**config.mk**
```make
export PLATFORM = sky130hd
export DESIGN_NAME = hps_io_top
export DESIGN_NICKNAME = d
export VERILOG_FILES = /design/src/hdl/hps_pkg.sv /design/src/hdl/hps_cmd_frame.sv /design/src/hdl/hps_settings_regs.sv /design/src/hdl/ps2_key_decoder.sv /design/src/hdl/file_download.sv /design/src/hdl/hps_io_top.sv
export SDC_FILE = /design/constraint.sdc
export NUM_CORES = 1
export LEC_CHECK = 0
export CORE_UTILIZATION = 45
export DETAILED_ROUTE_END_ITERATION = 8
export DONT_BUFFER_PORTS = 1
export HOLD_SLACK_MARGIN = 0.05
export PLACE_DENSITY = 0.59
export SYNTH_ARGS = -nofsm -noshare
export SYNTH_HDL_FRONTEND = slang
export SYNTH_SLANG_ARGS = --single-unit
```
**constraint.sdc**
```tcl
create_clock -name clk_sys -period 17.8 [get_ports clk_sys]
set_input_delay 2.67 -clock clk_sys [delete_from_list [all_inputs] [get_ports clk_sys]]
set_output_delay 2.67 -clock clk_sys [all_outputs]
set_load 0.1 [all_outputs]
```
**src/hdl/hps_pkg.sv**
```systemverilog
package hps_pkg;

	////////////////////////////////////////
	// bus and register widths
	////////////////////////////////////////

	typedef logic [15:0] bus_word_t;
	typedef logic [15:0] cmd_t;
	// payload word counter, saturates at all ones
	typedef logic [9:0]  word_idx_t;
	typedef logic [31:0] joy_t;
	typedef logic [31:0] status_t;
	// [10] toggle, [9] pressed, [8] extended, [7:0] scan code
	typedef logic [10:0] key_event_t;
	typedef logic [26:0] dl_addr_t;

	localparam int NUM_JOY = 4;

	////////////////////////////////////////
	// host command codes
	////////////////////////////////////////

	localparam cmd_t CMD_CFG         = 16'h0001;
	localparam cmd_t CMD_JOY0        = 16'h0002;
	localparam cmd_t CMD_JOY1        = 16'h0003;
	localparam cmd_t CMD_KBD         = 16'h0005;
	localparam cmd_t CMD_JOY2        = 16'h0010;
	localparam cmd_t CMD_JOY3        = 16'h0011;
	localparam cmd_t CMD_STATUS      = 16'h001E;
	localparam cmd_t CMD_STATUS_REQ  = 16'h0029;
	localparam cmd_t CMD_FILE_TX     = 16'h0053;
	localparam cmd_t CMD_FILE_TX_DAT = 16'h0054;
	localparam cmd_t CMD_FILE_INDEX  = 16'h0055;

	localparam logic [3:0] STATUS_REQ_TAG = 4'hA;
	localparam logic [7:0] SKIP_MARK      = 8'hFF;

	// scan code prefixes and the multi-byte keys with fixed events
	localparam logic [7:0]  PS2_BREAK        = 8'hF0;
	localparam logic [7:0]  PS2_EXT          = 8'hE0;
	localparam logic [31:0] SEQ_PRNSCR_PRESS = 32'hE012_E07C;
	localparam logic [31:0] SEQ_PRNSCR_REL   = 32'h7CE0_F012;
	localparam logic [31:0] SEQ_PAUSE_PRESS  = 32'hF014_F077;
	localparam logic [9:0]  KEY_PRNSCR_PRESS = 10'h37C;
	localparam logic [9:0]  KEY_PRNSCR_REL   = 10'h17C;
	localparam logic [9:0]  KEY_PAUSE_PRESS  = 10'h377;

	typedef enum logic [1:0] {
		IDLE,
		CMD_WAIT,
		PAYLOAD
	} frame_state_t;

endpackage

```
**src/hdl/hps_cmd_frame.sv**
```systemverilog
`timescale 1ns/1ps

module hps_cmd_frame
	import hps_pkg::*;
(
	input  logic      clk_sys,
	input  logic      reset,
	input  logic      io_enable,
	input  logic      io_strobe,
	input  bus_word_t io_din,
	output logic      cmd_strobe,
	output logic      data_strobe,
	output cmd_t      cmd,
	output word_idx_t word_idx,
	output logic      frame_end
);

	frame_state_t state;

	// first strobe of a frame is the command word, the rest is payload
	assign cmd_strobe  = io_enable & io_strobe & (state != PAYLOAD);
	assign data_strobe = io_enable & io_strobe & (state == PAYLOAD);

	////////////////////////////////////////
	// frame machine
	////////////////////////////////////////

	always_ff @(posedge clk_sys or posedge reset) begin
		if (reset) begin
			state     <= IDLE;
			cmd       <= '0;
			word_idx  <= '0;
			frame_end <= 1'b0;
		end else begin
			frame_end <= 1'b0;
			if (!io_enable) begin
				// enable dropped, close the frame
				if (state != IDLE) begin
					frame_end <= 1'b1;
				end
				state <= IDLE;
				cmd   <= '0;
			end else begin
				case (state)
					IDLE, CMD_WAIT: begin
						if (cmd_strobe) begin
							cmd      <= io_din;
							word_idx <= word_idx_t'(1);
							state    <= PAYLOAD;
						end else begin
							state <= CMD_WAIT;
						end
					end
					PAYLOAD: begin
						// index of the next payload word, held at all ones
						if (data_strobe && !(&word_idx)) begin
							word_idx <= word_idx + 1'b1;
						end
					end
					default: begin
						state <= IDLE;
					end
				endcase
			end
		end
	end

endmodule

```
**src/hdl/hps_settings_regs.sv**
```systemverilog
`timescale 1ns/1ps

module hps_settings_regs
	import hps_pkg::*;
(
	input  logic      clk_sys,
	input  logic      reset,
	input  logic      cmd_strobe,
	input  logic      data_strobe,
	input  logic      frame_end,
	input  cmd_t      cmd,
	input  word_idx_t word_idx,
	input  bus_word_t io_din,
	input  status_t   status_in,
	input  logic      status_set,
	output logic [1:0] buttons,
	output logic      forced_scandoubler,
	output status_t   status,
	output joy_t      joystick_0,
	output joy_t      joystick_1,
	output joy_t      joystick_2,
	output joy_t      joystick_3,
	output bus_word_t rdata
);

	logic [7:0]                   cfg;
	joy_t                         joy_r [NUM_JOY];
	logic [$clog2(NUM_JOY)-1:0]   joy_sel;
	logic                         joy_hit;
	logic                         old_status_set;
	logic [3:0]                   flag_cnt;
	status_t                      status_req;

	// cfg bits 2, 3 and 5 are consumed outside the core
	assign buttons            = cfg[1:0];
	assign forced_scandoubler = cfg[4];

	assign joystick_0 = joy_r[0];
	assign joystick_1 = joy_r[1];
	assign joystick_2 = joy_r[2];
	assign joystick_3 = joy_r[3];

	// map joystick command codes onto the register slot
	always_comb begin
		joy_hit = 1'b1;
		joy_sel = '0;
		case (cmd)
			CMD_JOY0: joy_sel = 2'd0;
			CMD_JOY1: joy_sel = 2'd1;
			CMD_JOY2: joy_sel = 2'd2;
			CMD_JOY3: joy_sel = 2'd3;
			default:  joy_hit = 1'b0;
		endcase
	end

	always_ff @(posedge clk_sys or posedge reset) begin
		if (reset) begin
			cfg            <= '0;
			status         <= '0;
			old_status_set <= 1'b0;
			flag_cnt       <= '0;
			status_req     <= '0;
			rdata          <= '0;
			for (int i = 0; i < NUM_JOY; i++) begin
				joy_r[i] <= '0;
			end
		end else begin
			// core asks for a status change
			old_status_set <= status_set;
			if (status_set && !old_status_set) begin
				flag_cnt   <= flag_cnt + 1'b1;
				status_req <= status_in;
			end

			if (frame_end) begin
				rdata <= '0;
			end

			if (cmd_strobe) begin
				rdata <= '0;
				if (io_din == CMD_STATUS_REQ) begin
					rdata <= {8'h00, STATUS_REQ_TAG, flag_cnt};
				end
			end

			if (data_strobe) begin
				rdata <= '0;
				case (cmd)
					CMD_CFG: cfg <= io_din[7:0];
					CMD_STATUS: begin
						if (word_idx == 10'd1) status[15:0]  <= io_din;
						if (word_idx == 10'd2) status[31:16] <= io_din;
					end
					CMD_STATUS_REQ: begin
						if (word_idx == 10'd1) rdata <= status_req[15:0];
						if (word_idx == 10'd2) rdata <= status_req[31:16];
					end
					default: ;
				endcase
				// low half first, then high half
				if (joy_hit && word_idx == 10'd1) joy_r[joy_sel][15:0]  <= io_din;
				if (joy_hit && word_idx == 10'd2) joy_r[joy_sel][31:16] <= io_din;
			end
		end
	end

endmodule

```
**src/hdl/ps2_key_decoder.sv**
```systemverilog
`timescale 1ns/1ps

module ps2_key_decoder
	import hps_pkg::*;
(
	input  logic       clk_sys,
	input  logic       reset,
	input  logic       cmd_strobe,
	input  logic       data_strobe,
	input  logic       frame_end,
	input  cmd_t       cmd,
	input  bus_word_t  io_din,
	output key_event_t ps2_key
);

	logic [31:0] key_raw;
	logic        skip;
	logic        kbd_frame;
	logic        pressed;
	logic        extended;
	key_event_t  key_next;

	////////////////////////////////////////
	// event decode from the last bytes
	////////////////////////////////////////

	// a release is F0 before the code, extended E0 comes ahead of the F0
	assign pressed  = (key_raw[15:8] != PS2_BREAK);
	assign extended = pressed ? (key_raw[15:8] == PS2_EXT) : (key_raw[23:16] == PS2_EXT);

	always_comb begin
		key_next = {~ps2_key[10], pressed, extended, key_raw[7:0]};
		if (key_raw == SEQ_PRNSCR_PRESS) key_next[9:0] = KEY_PRNSCR_PRESS;
		if (key_raw == SEQ_PRNSCR_REL)   key_next[9:0] = KEY_PRNSCR_REL;
		if (key_raw == SEQ_PAUSE_PRESS)  key_next[9:0] = KEY_PAUSE_PRESS;
	end

	always_ff @(posedge clk_sys or posedge reset) begin
		if (reset) begin
			key_raw   <= '0;
			skip      <= 1'b0;
			kbd_frame <= 1'b0;
			ps2_key   <= '0;
		end else begin
			if (cmd_strobe) begin
				kbd_frame <= (io_din == CMD_KBD);
				if (io_din == CMD_KBD) begin
					key_raw <= '0;
					skip    <= 1'b0;
				end
			end

			if (data_strobe && cmd == CMD_KBD) begin
				if (io_din[15:8] == SKIP_MARK) begin
					skip <= 1'b1;
				end else if (!skip) begin
					key_raw <= {key_raw[23:0], io_din[7:0]};
				end
			end

			// publish once per keyboard frame
			if (frame_end) begin
				kbd_frame <= 1'b0;
				if (kbd_frame && !skip) begin
					ps2_key <= key_next;
				end
			end
		end
	end

endmodule

```
**src/hdl/file_download.sv**
```systemverilog
`timescale 1ns/1ps

module file_download
	import hps_pkg::*;
(
	input  logic       clk_sys,
	input  logic       reset,
	input  logic       data_strobe,
	input  cmd_t       cmd,
	input  bus_word_t  io_din,
	output logic       ioctl_download,
	output logic [7:0] ioctl_index,
	output logic       ioctl_wr,
	output dl_addr_t   ioctl_addr,
	output logic [7:0] ioctl_dout
);

	// byte address of the next data word
	dl_addr_t addr;
	logic     wr_pend;

	////////////////////////////////////////
	// download control and data stream
	////////////////////////////////////////

	always_ff @(posedge clk_sys or posedge reset) begin
		if (reset) begin
			addr           <= '0;
			wr_pend        <= 1'b0;
			ioctl_wr       <= 1'b0;
			ioctl_download <= 1'b0;
			ioctl_index    <= '0;
			ioctl_addr     <= '0;
			ioctl_dout     <= '0;
		end else begin
			// write strobe trails the data word by one cycle
			ioctl_wr <= wr_pend;
			wr_pend  <= 1'b0;

			if (data_strobe) begin
				case (cmd)
					CMD_FILE_INDEX: begin
						ioctl_index <= io_din[7:0];
					end

					CMD_FILE_TX: begin
						if (io_din[7:0] != 8'h00) begin
							// start of transfer
							addr           <= '0;
							ioctl_download <= 1'b1;
						end else begin
							// stop, leave the byte count on the address
							ioctl_addr     <= addr;
							ioctl_download <= 1'b0;
						end
					end

					CMD_FILE_TX_DAT: begin
						ioctl_addr <= addr;
						ioctl_dout <= io_din[7:0];
						wr_pend    <= 1'b1;
						addr       <= addr + 1'b1;
					end

					default: ;
				endcase
			end
		end
	end

endmodule

```
**src/hdl/hps_io_top.sv**
```systemverilog
`timescale 1ns/1ps

module hps_io_top
	import hps_pkg::*;
(
	input  logic       clk_sys,
	input  logic       reset,
	input  logic       io_enable,
	input  logic       io_strobe,
	input  bus_word_t  io_din,
	output bus_word_t  io_dout,
	input  status_t    status_in,
	input  logic       status_set,
	output logic [1:0] buttons,
	output logic       forced_scandoubler,
	output status_t    status,
	output joy_t       joystick_0,
	output joy_t       joystick_1,
	output joy_t       joystick_2,
	output joy_t       joystick_3,
	output key_event_t ps2_key,
	output logic       ioctl_download,
	output logic [7:0] ioctl_index,
	output logic       ioctl_wr,
	output dl_addr_t   ioctl_addr,
	output logic [7:0] ioctl_dout
);

	logic      cmd_strobe;
	logic      data_strobe;
	logic      frame_end;
	cmd_t      cmd;
	word_idx_t word_idx;
	bus_word_t settings_rdata;

	////////////////////////////////////////
	// framing
	////////////////////////////////////////

	hps_cmd_frame u_frame (
		.clk_sys     (clk_sys),
		.reset       (reset),
		.io_enable   (io_enable),
		.io_strobe   (io_strobe),
		.io_din      (io_din),
		.cmd_strobe  (cmd_strobe),
		.data_strobe (data_strobe),
		.cmd         (cmd),
		.word_idx    (word_idx),
		.frame_end   (frame_end)
	);

	////////////////////////////////////////
	// function blocks
	////////////////////////////////////////

	hps_settings_regs u_settings (
		.clk_sys            (clk_sys),
		.reset              (reset),
		.cmd_strobe         (cmd_strobe),
		.data_strobe        (data_strobe),
		.frame_end          (frame_end),
		.cmd                (cmd),
		.word_idx           (word_idx),
		.io_din             (io_din),
		.status_in          (status_in),
		.status_set         (status_set),
		.buttons            (buttons),
		.forced_scandoubler (forced_scandoubler),
		.status             (status),
		.joystick_0         (joystick_0),
		.joystick_1         (joystick_1),
		.joystick_2         (joystick_2),
		.joystick_3         (joystick_3),
		.rdata              (settings_rdata)
	);

	ps2_key_decoder u_kbd (
		.clk_sys     (clk_sys),
		.reset       (reset),
		.cmd_strobe  (cmd_strobe),
		.data_strobe (data_strobe),
		.frame_end   (frame_end),
		.cmd         (cmd),
		.io_din      (io_din),
		.ps2_key     (ps2_key)
	);

	file_download u_download (
		.clk_sys        (clk_sys),
		.reset          (reset),
		.data_strobe    (data_strobe),
		.cmd            (cmd),
		.io_din         (io_din),
		.ioctl_download (ioctl_download),
		.ioctl_index    (ioctl_index),
		.ioctl_wr       (ioctl_wr),
		.ioctl_addr     (ioctl_addr),
		.ioctl_dout     (ioctl_dout)
	);

	// only the settings block answers on the return bus, silent outside a frame
	assign io_dout = io_enable ? settings_rdata : '0;

endmodule

```
# Word level (Yosys, flattened, before mapping)
# Index checks and enable logic that the tools add are counted.
[word_totals] ff_bits=365 output_inout_bits=235 word_cells=151
[classes] n_addsub=3 order_cmp=2 eq_ne=32 muxes=52 bitwise_logic=5 reduce_logical=31
[op_table] cell="$mux 128" n=3
[op_table] cell="$bwmux 128" n=2
[op_table] cell="$mux 32" n=6
[op_table] cell="$mux 16" n=11
[op_table] cell="$demux 32 s2" n=2
[op_table] cell="$pmux 27 s2" n=2
[op_table] cell="$eq 32x32->1 const B" n=2
[op_table] cell="$mux 27" n=2
[op_table] cell="$mux 10" n=5
[op_table] cell="$eq 16x5->1 const B" n=3
[op_table] cell="$eq 16x7->1 const B" n=3
[op_table] cell="$eq 16x2->1 const B" n=2
[op_table] cell="$eq 16x3->1 const B" n=2
[op_table] cell="$eq 16x6->1 const B" n=2
[op_table] cell="$eq 32x31->1 const B" n=1
[op_table] cell="$add 27x1->27 const B" n=1
[op_table] cell="$eq 8x8->1 const B" n=3
[op_table] cell="$pmux 10 s2" n=1
[op_table] cell="$eq 16x1->1 const B" n=1
[op_table] cell="$mux 1" n=13
[op_table] cell="$reduce_and 2->1" n=6
[op_table] cell="$reduce_and 3->1" n=4
[op_table] cell="$add 10x1->10 const B" n=1
[op_table] cell="$eq 10x1->1 const B" n=1
[op_table] cell="other kinds (26)" n=46

# Depth between registers and ports, before layout
[depth] depth_word=12 mapped_depth=8 ltp_nobuf=7

# Hierarchy
# From an unflattened synthesis, not the netlist that was laid out.
[unflattened] hier_cells=1205 hier_area_um2=15994.1
[by_module_without_submodules] module="hps_settings_regs" n_inst=1 cells_per_inst=552 area_each_um2=9016.1 seq_area_each_um2=5405.2
[by_module_without_submodules] module="file_download" n_inst=1 cells_per_inst=322 area_each_um2=3484.6 seq_area_each_um2=1826.8
[by_module_without_submodules] module="ps2_key_decoder" n_inst=1 cells_per_inst=164 area_each_um2=1950.6 seq_area_each_um2=1126.1
[by_module_without_submodules] module="hps_cmd_frame" n_inst=1 cells_per_inst=150 area_each_um2=1416.4 seq_area_each_um2=725.7
[by_module_without_submodules] module="hps_io_top" n_inst=1 cells_per_inst=17 area_each_um2=126.4 seq_area_each_um2=0.0

# Worst setup path after synthesis
# Ideal clock, no wire load.
[synth_path] path_kind="in2out" from="input io_enable" to="output io_dout[1]" arrival_time_ns=3.934 path_slack_ns=11.196 path_stages=3 path_buffers=2 path_cell_list="clkbuf_1 > clkbuf_1 > and2_1"
[synth_between] elab_chain_len=1
[synth_lines] element="from (decl)" line_no="hps_io_top.sv:8" rtl="input logic io_enable,"
[synth_lines] element="$mux 16" line_no="hps_io_top.sv:103" rtl="assign io_dout = io_enable ? settings_rdata : '0;"
[synth_lines] element="to (decl)" line_no="hps_io_top.sv:11" rtl="output bus_word_t io_dout,"
# No other way between the ends.

# Worst setup path after layout
[layout_path] from="input io_enable" to="output io_dout[13]"
# Same word-level chain as after synthesis.

==> impl_metrics.csv <==
group,metric,value,unit
global_routing,grt-ovfl-total,0,
drt,first_pass_iters,5,
hold_path,min_from,"u_download.wr_pend",
sta,setup-violations-final,0,
hold_path,hold_class,"reg2reg",
drt,drt_iter0_markers,629,
logic_synthesis,yosysUniqueCellTypes,58,
final_layout,area_growth,11.4,%
clock_tree,cts_hold_buf,0,
die,io_pins,288,
place,place_area,0.0154,mm²
critical_path,crit_type,"in2out",
clock_tree,clockBufferDepth,3,
place,port_buffers,0,
drt,drc_errors,0,
die,initial_core_util,0.459,
critical_path,required,15.13,ns
clock_tree,clk_pin_slew,0.05,ns
logic_synthesis,synth_edf_count,0,
critical_path,timing.rr.start,"u_frame.word_idx[6]",
critical_path,cp.arrival,3.45,ns
logic_synthesis,syn-num-nets,1226,
critical_path,crit_start,"io_enable",
die,core-area,0.0327,mm²
power,cellLeakagePower,0.00780,µW
global_routing,grt_max_degree,116,
global_routing,antenna_found_initial,0,
die,rows,66,
sta,max_freq,163,MHz
global_routing,grt_use_total,0.217,
logic_synthesis,synth_seq_cells,363,
critical_path,end_kind,"output pin",
sta,fin_skew,0.0124,ns
critical_path,slowest_delay,0.76,ns
sta,finalSetupTns,0,ns
sta,rsz0062_at_grt,"no",
final_layout,design_area,0.0167,mm²
drt,finalWirelength,36500,µm
logic_synthesis,syn-cell-area,0.0150,mm²
clock_tree,cts_setup_buffers,0,
global_routing,grt_pass1_wl,56900,µm
logic_synthesis,synth_ff_type,"dfrtp_1",
place,dpl.hpwl,23500,µm
global_routing,grt_pass1_vias,9502,
drt,via_per_inst,5.75,
sta,fin_crit_sh,0.344,
logic_synthesis,yosysSeqAreaShare,0.605,
sta,finalMaxSlewViolations,0,
power,power_density,108,mW/mm²
drt,antenna_left,0,
drt,wire_per_inst,22.4,µm
logic_synthesis,synth_cells,1168,
critical_path,crit_chain,"and2_1",
drt,vias,9386,
logic_synthesis,synth-async-reset-ratio,1.00,
critical_path,critPathTopFamily,"simple AND/OR/NAND/NOR gates",
logic_synthesis,yosysWarningCount,0,
sta,whs,0.345,ns
clock_tree,insertion_delay,0.53,ns
logic_synthesis,avgSynthCellArea,12.9,µm²
sta,finalCriticalPeriod,6.12,ns
sta,tightestPinTransition,1.08,ns
die,die_w,185,µm
final_layout,diodes,0,
final_layout,drive_gt1_frac,0.281,
clock_tree,ctsHtreeMaxLevel,2,
clock_tree,cts_tree,"done",
clock_tree,cts-resized-gates,0,
critical_path,crit_slowest_cell,"and2_1",
sta,hold_viol,0,
sta,slew_headroom,0.278,
run,drv_cap,0,
die,die-area,0.0341,mm²
place,place_congestion,0.788,
logic_synthesis,synth_top_area_share,0.605,
clock_tree,numCtsBuffers,40,
outcome,status,"complete, no violations",
logic_synthesis,synth_area_leaders,"dfrtp_1 (61%), mux2_2 (17%), nand2_1 (2.6%)",
critical_path,crit_path_start_kind,"input pin",
die,die-height,185,µm
clock_tree,cts.sinks,363,
critical_path,path_max_fanout,41,
clock_tree,cts_root_buf,"clkbuf_16",
critical_path,path_buf_inv,0,
power,ir_drop,0.0716,mV
logic_synthesis,synth_top_cell_by_area,"dfrtp_1",
final_layout,nets,1221,
## final cells by class
type                       instances  area (µm²)
clock inverter                    11         130
inverter                          15        63.8
timing repair buffer              17         128
multi-input combinational        726        5620
tap                              442         553
sequential                       363        9080
fill                            2915       16000
clock buffer                      57        1150
## cells by family (layout without fill, tap and decap cells)
group                    Yosys count  count (layout)  synth area share
adder cells (fa/ha/maj)            5               5           0.00417
multiplexers                     233             233             0.175
AND/OR/NAND/NOR                  309             309             0.115
AO/OA/AOI/OAI                    173             173            0.0746
XOR/XNOR                           6               6           0.00350
flip-flops                       363             363             0.605
buffers and inverters             79             100            0.0229
## synthesized netlist by cell type, drive strengths merged, types with 5 or more instances
cell type	instances
dfrtp	363
mux2	233
nand2	105
o21ai	55
clkbuf	48
a21oi	35
nor2	35
a22o	33
nand3	31
or4	21
a22oi	19
and2	19
o31ai	18
nand4	17
nor3	17
buf	16
inv	15
nor4	11
or3	9
and3	7
nand2b	7
and4	5
ha	5
## through the flow
stage	power, µW	utilization	setup slack [ns]	std cells
after global routing	1880	0.511	11.67	1631
final	1810	0.511	11.68	1631
after detailed placement	1010	0.472	11.70	1563
after CTS	1830	0.511	11.70	1631
after floorplan	986	-	5.05	1168
after global placement	1010	0.472	11.71	1563
## power breakdown
part | total, µW | internal (µW) | switching, µW
sequential | 892 | 850 | 42.5
clock | 811 | 489 | 322
combinational | 104 | 38.0 | 65.5
## cell usage in the layout, fill, tap and decap left out, types with 9 or more instances in the layout
master	count
nor2_1	32
mux2_2	233
inv_1	14
buf_4	17
nand2_1	105
nand4_1	16
a22oi_1	19
or4_1	20
o21ai_0	54
o31ai_1	18
or3_1	9
and2_1	19
nand3_1	29
a21oi_1	34
clkbuf_16	41
a22o_1	33
clkbuf_1	10
nor3_1	9
dfrtp_1	363
## metal layers
layer | vias up | part of all wire | GRT usage
met5 | - | 0 | 0
met4 | 0 | 0.017 | 0.0559
met3 | 53 | 0.077 | 0.0638
met2 | 271 | 0.48 | 0.348
met1 | 4853 | 0.42 | 0.286
li1 | 4209 | - | -
## flip-flops by register name, summed over array words and instances, names as in the netlist, 10 cells and up
signal / count
u_kbd.key_raw: 32
u_settings.joystick_0: 32
u_settings.joystick_1: 32
u_settings.joystick_2: 32
u_settings.joystick_3: 32
u_settings.status: 32
u_settings.status_req: 32
u_download.addr: 27
u_download.ioctl_addr: 27
u_frame.cmd: 16
u_settings.rdata: 16
u_kbd.ps2_key: 11
u_frame.word_idx: 10
## worst register-to-register path, delay by kind of cell, from the launching register on
kind	cells	cell delay, ns
buffers and inverters	1	0.34
flip-flops	1	0.42
multiplexers	1	0.36
AND/OR/NAND/NOR	4	2.03
## worst paths after layout
| kind | endpoint | slack (ns) | depth (start not counted) |
|---|---|---|---|
| max in group asynchronous | u_settings.joystick_1[15] | 13.56 | 3 |
| worst max register to register | u_settings.joystick_2[16] | 14.53 | 6 |
| worst max-delay path | io_dout[13] | 11.68 | 1 |
| worst min-delay path | u_download.ioctl_wr | 0.35 | 0 |
| worst min register to register | u_download.ioctl_wr | 0.35 | 0 |
| min in group asynchronous | u_download.ioctl_wr | 2.13 | 1 |
Note: power is estimated with default switching activity, not from simulation.
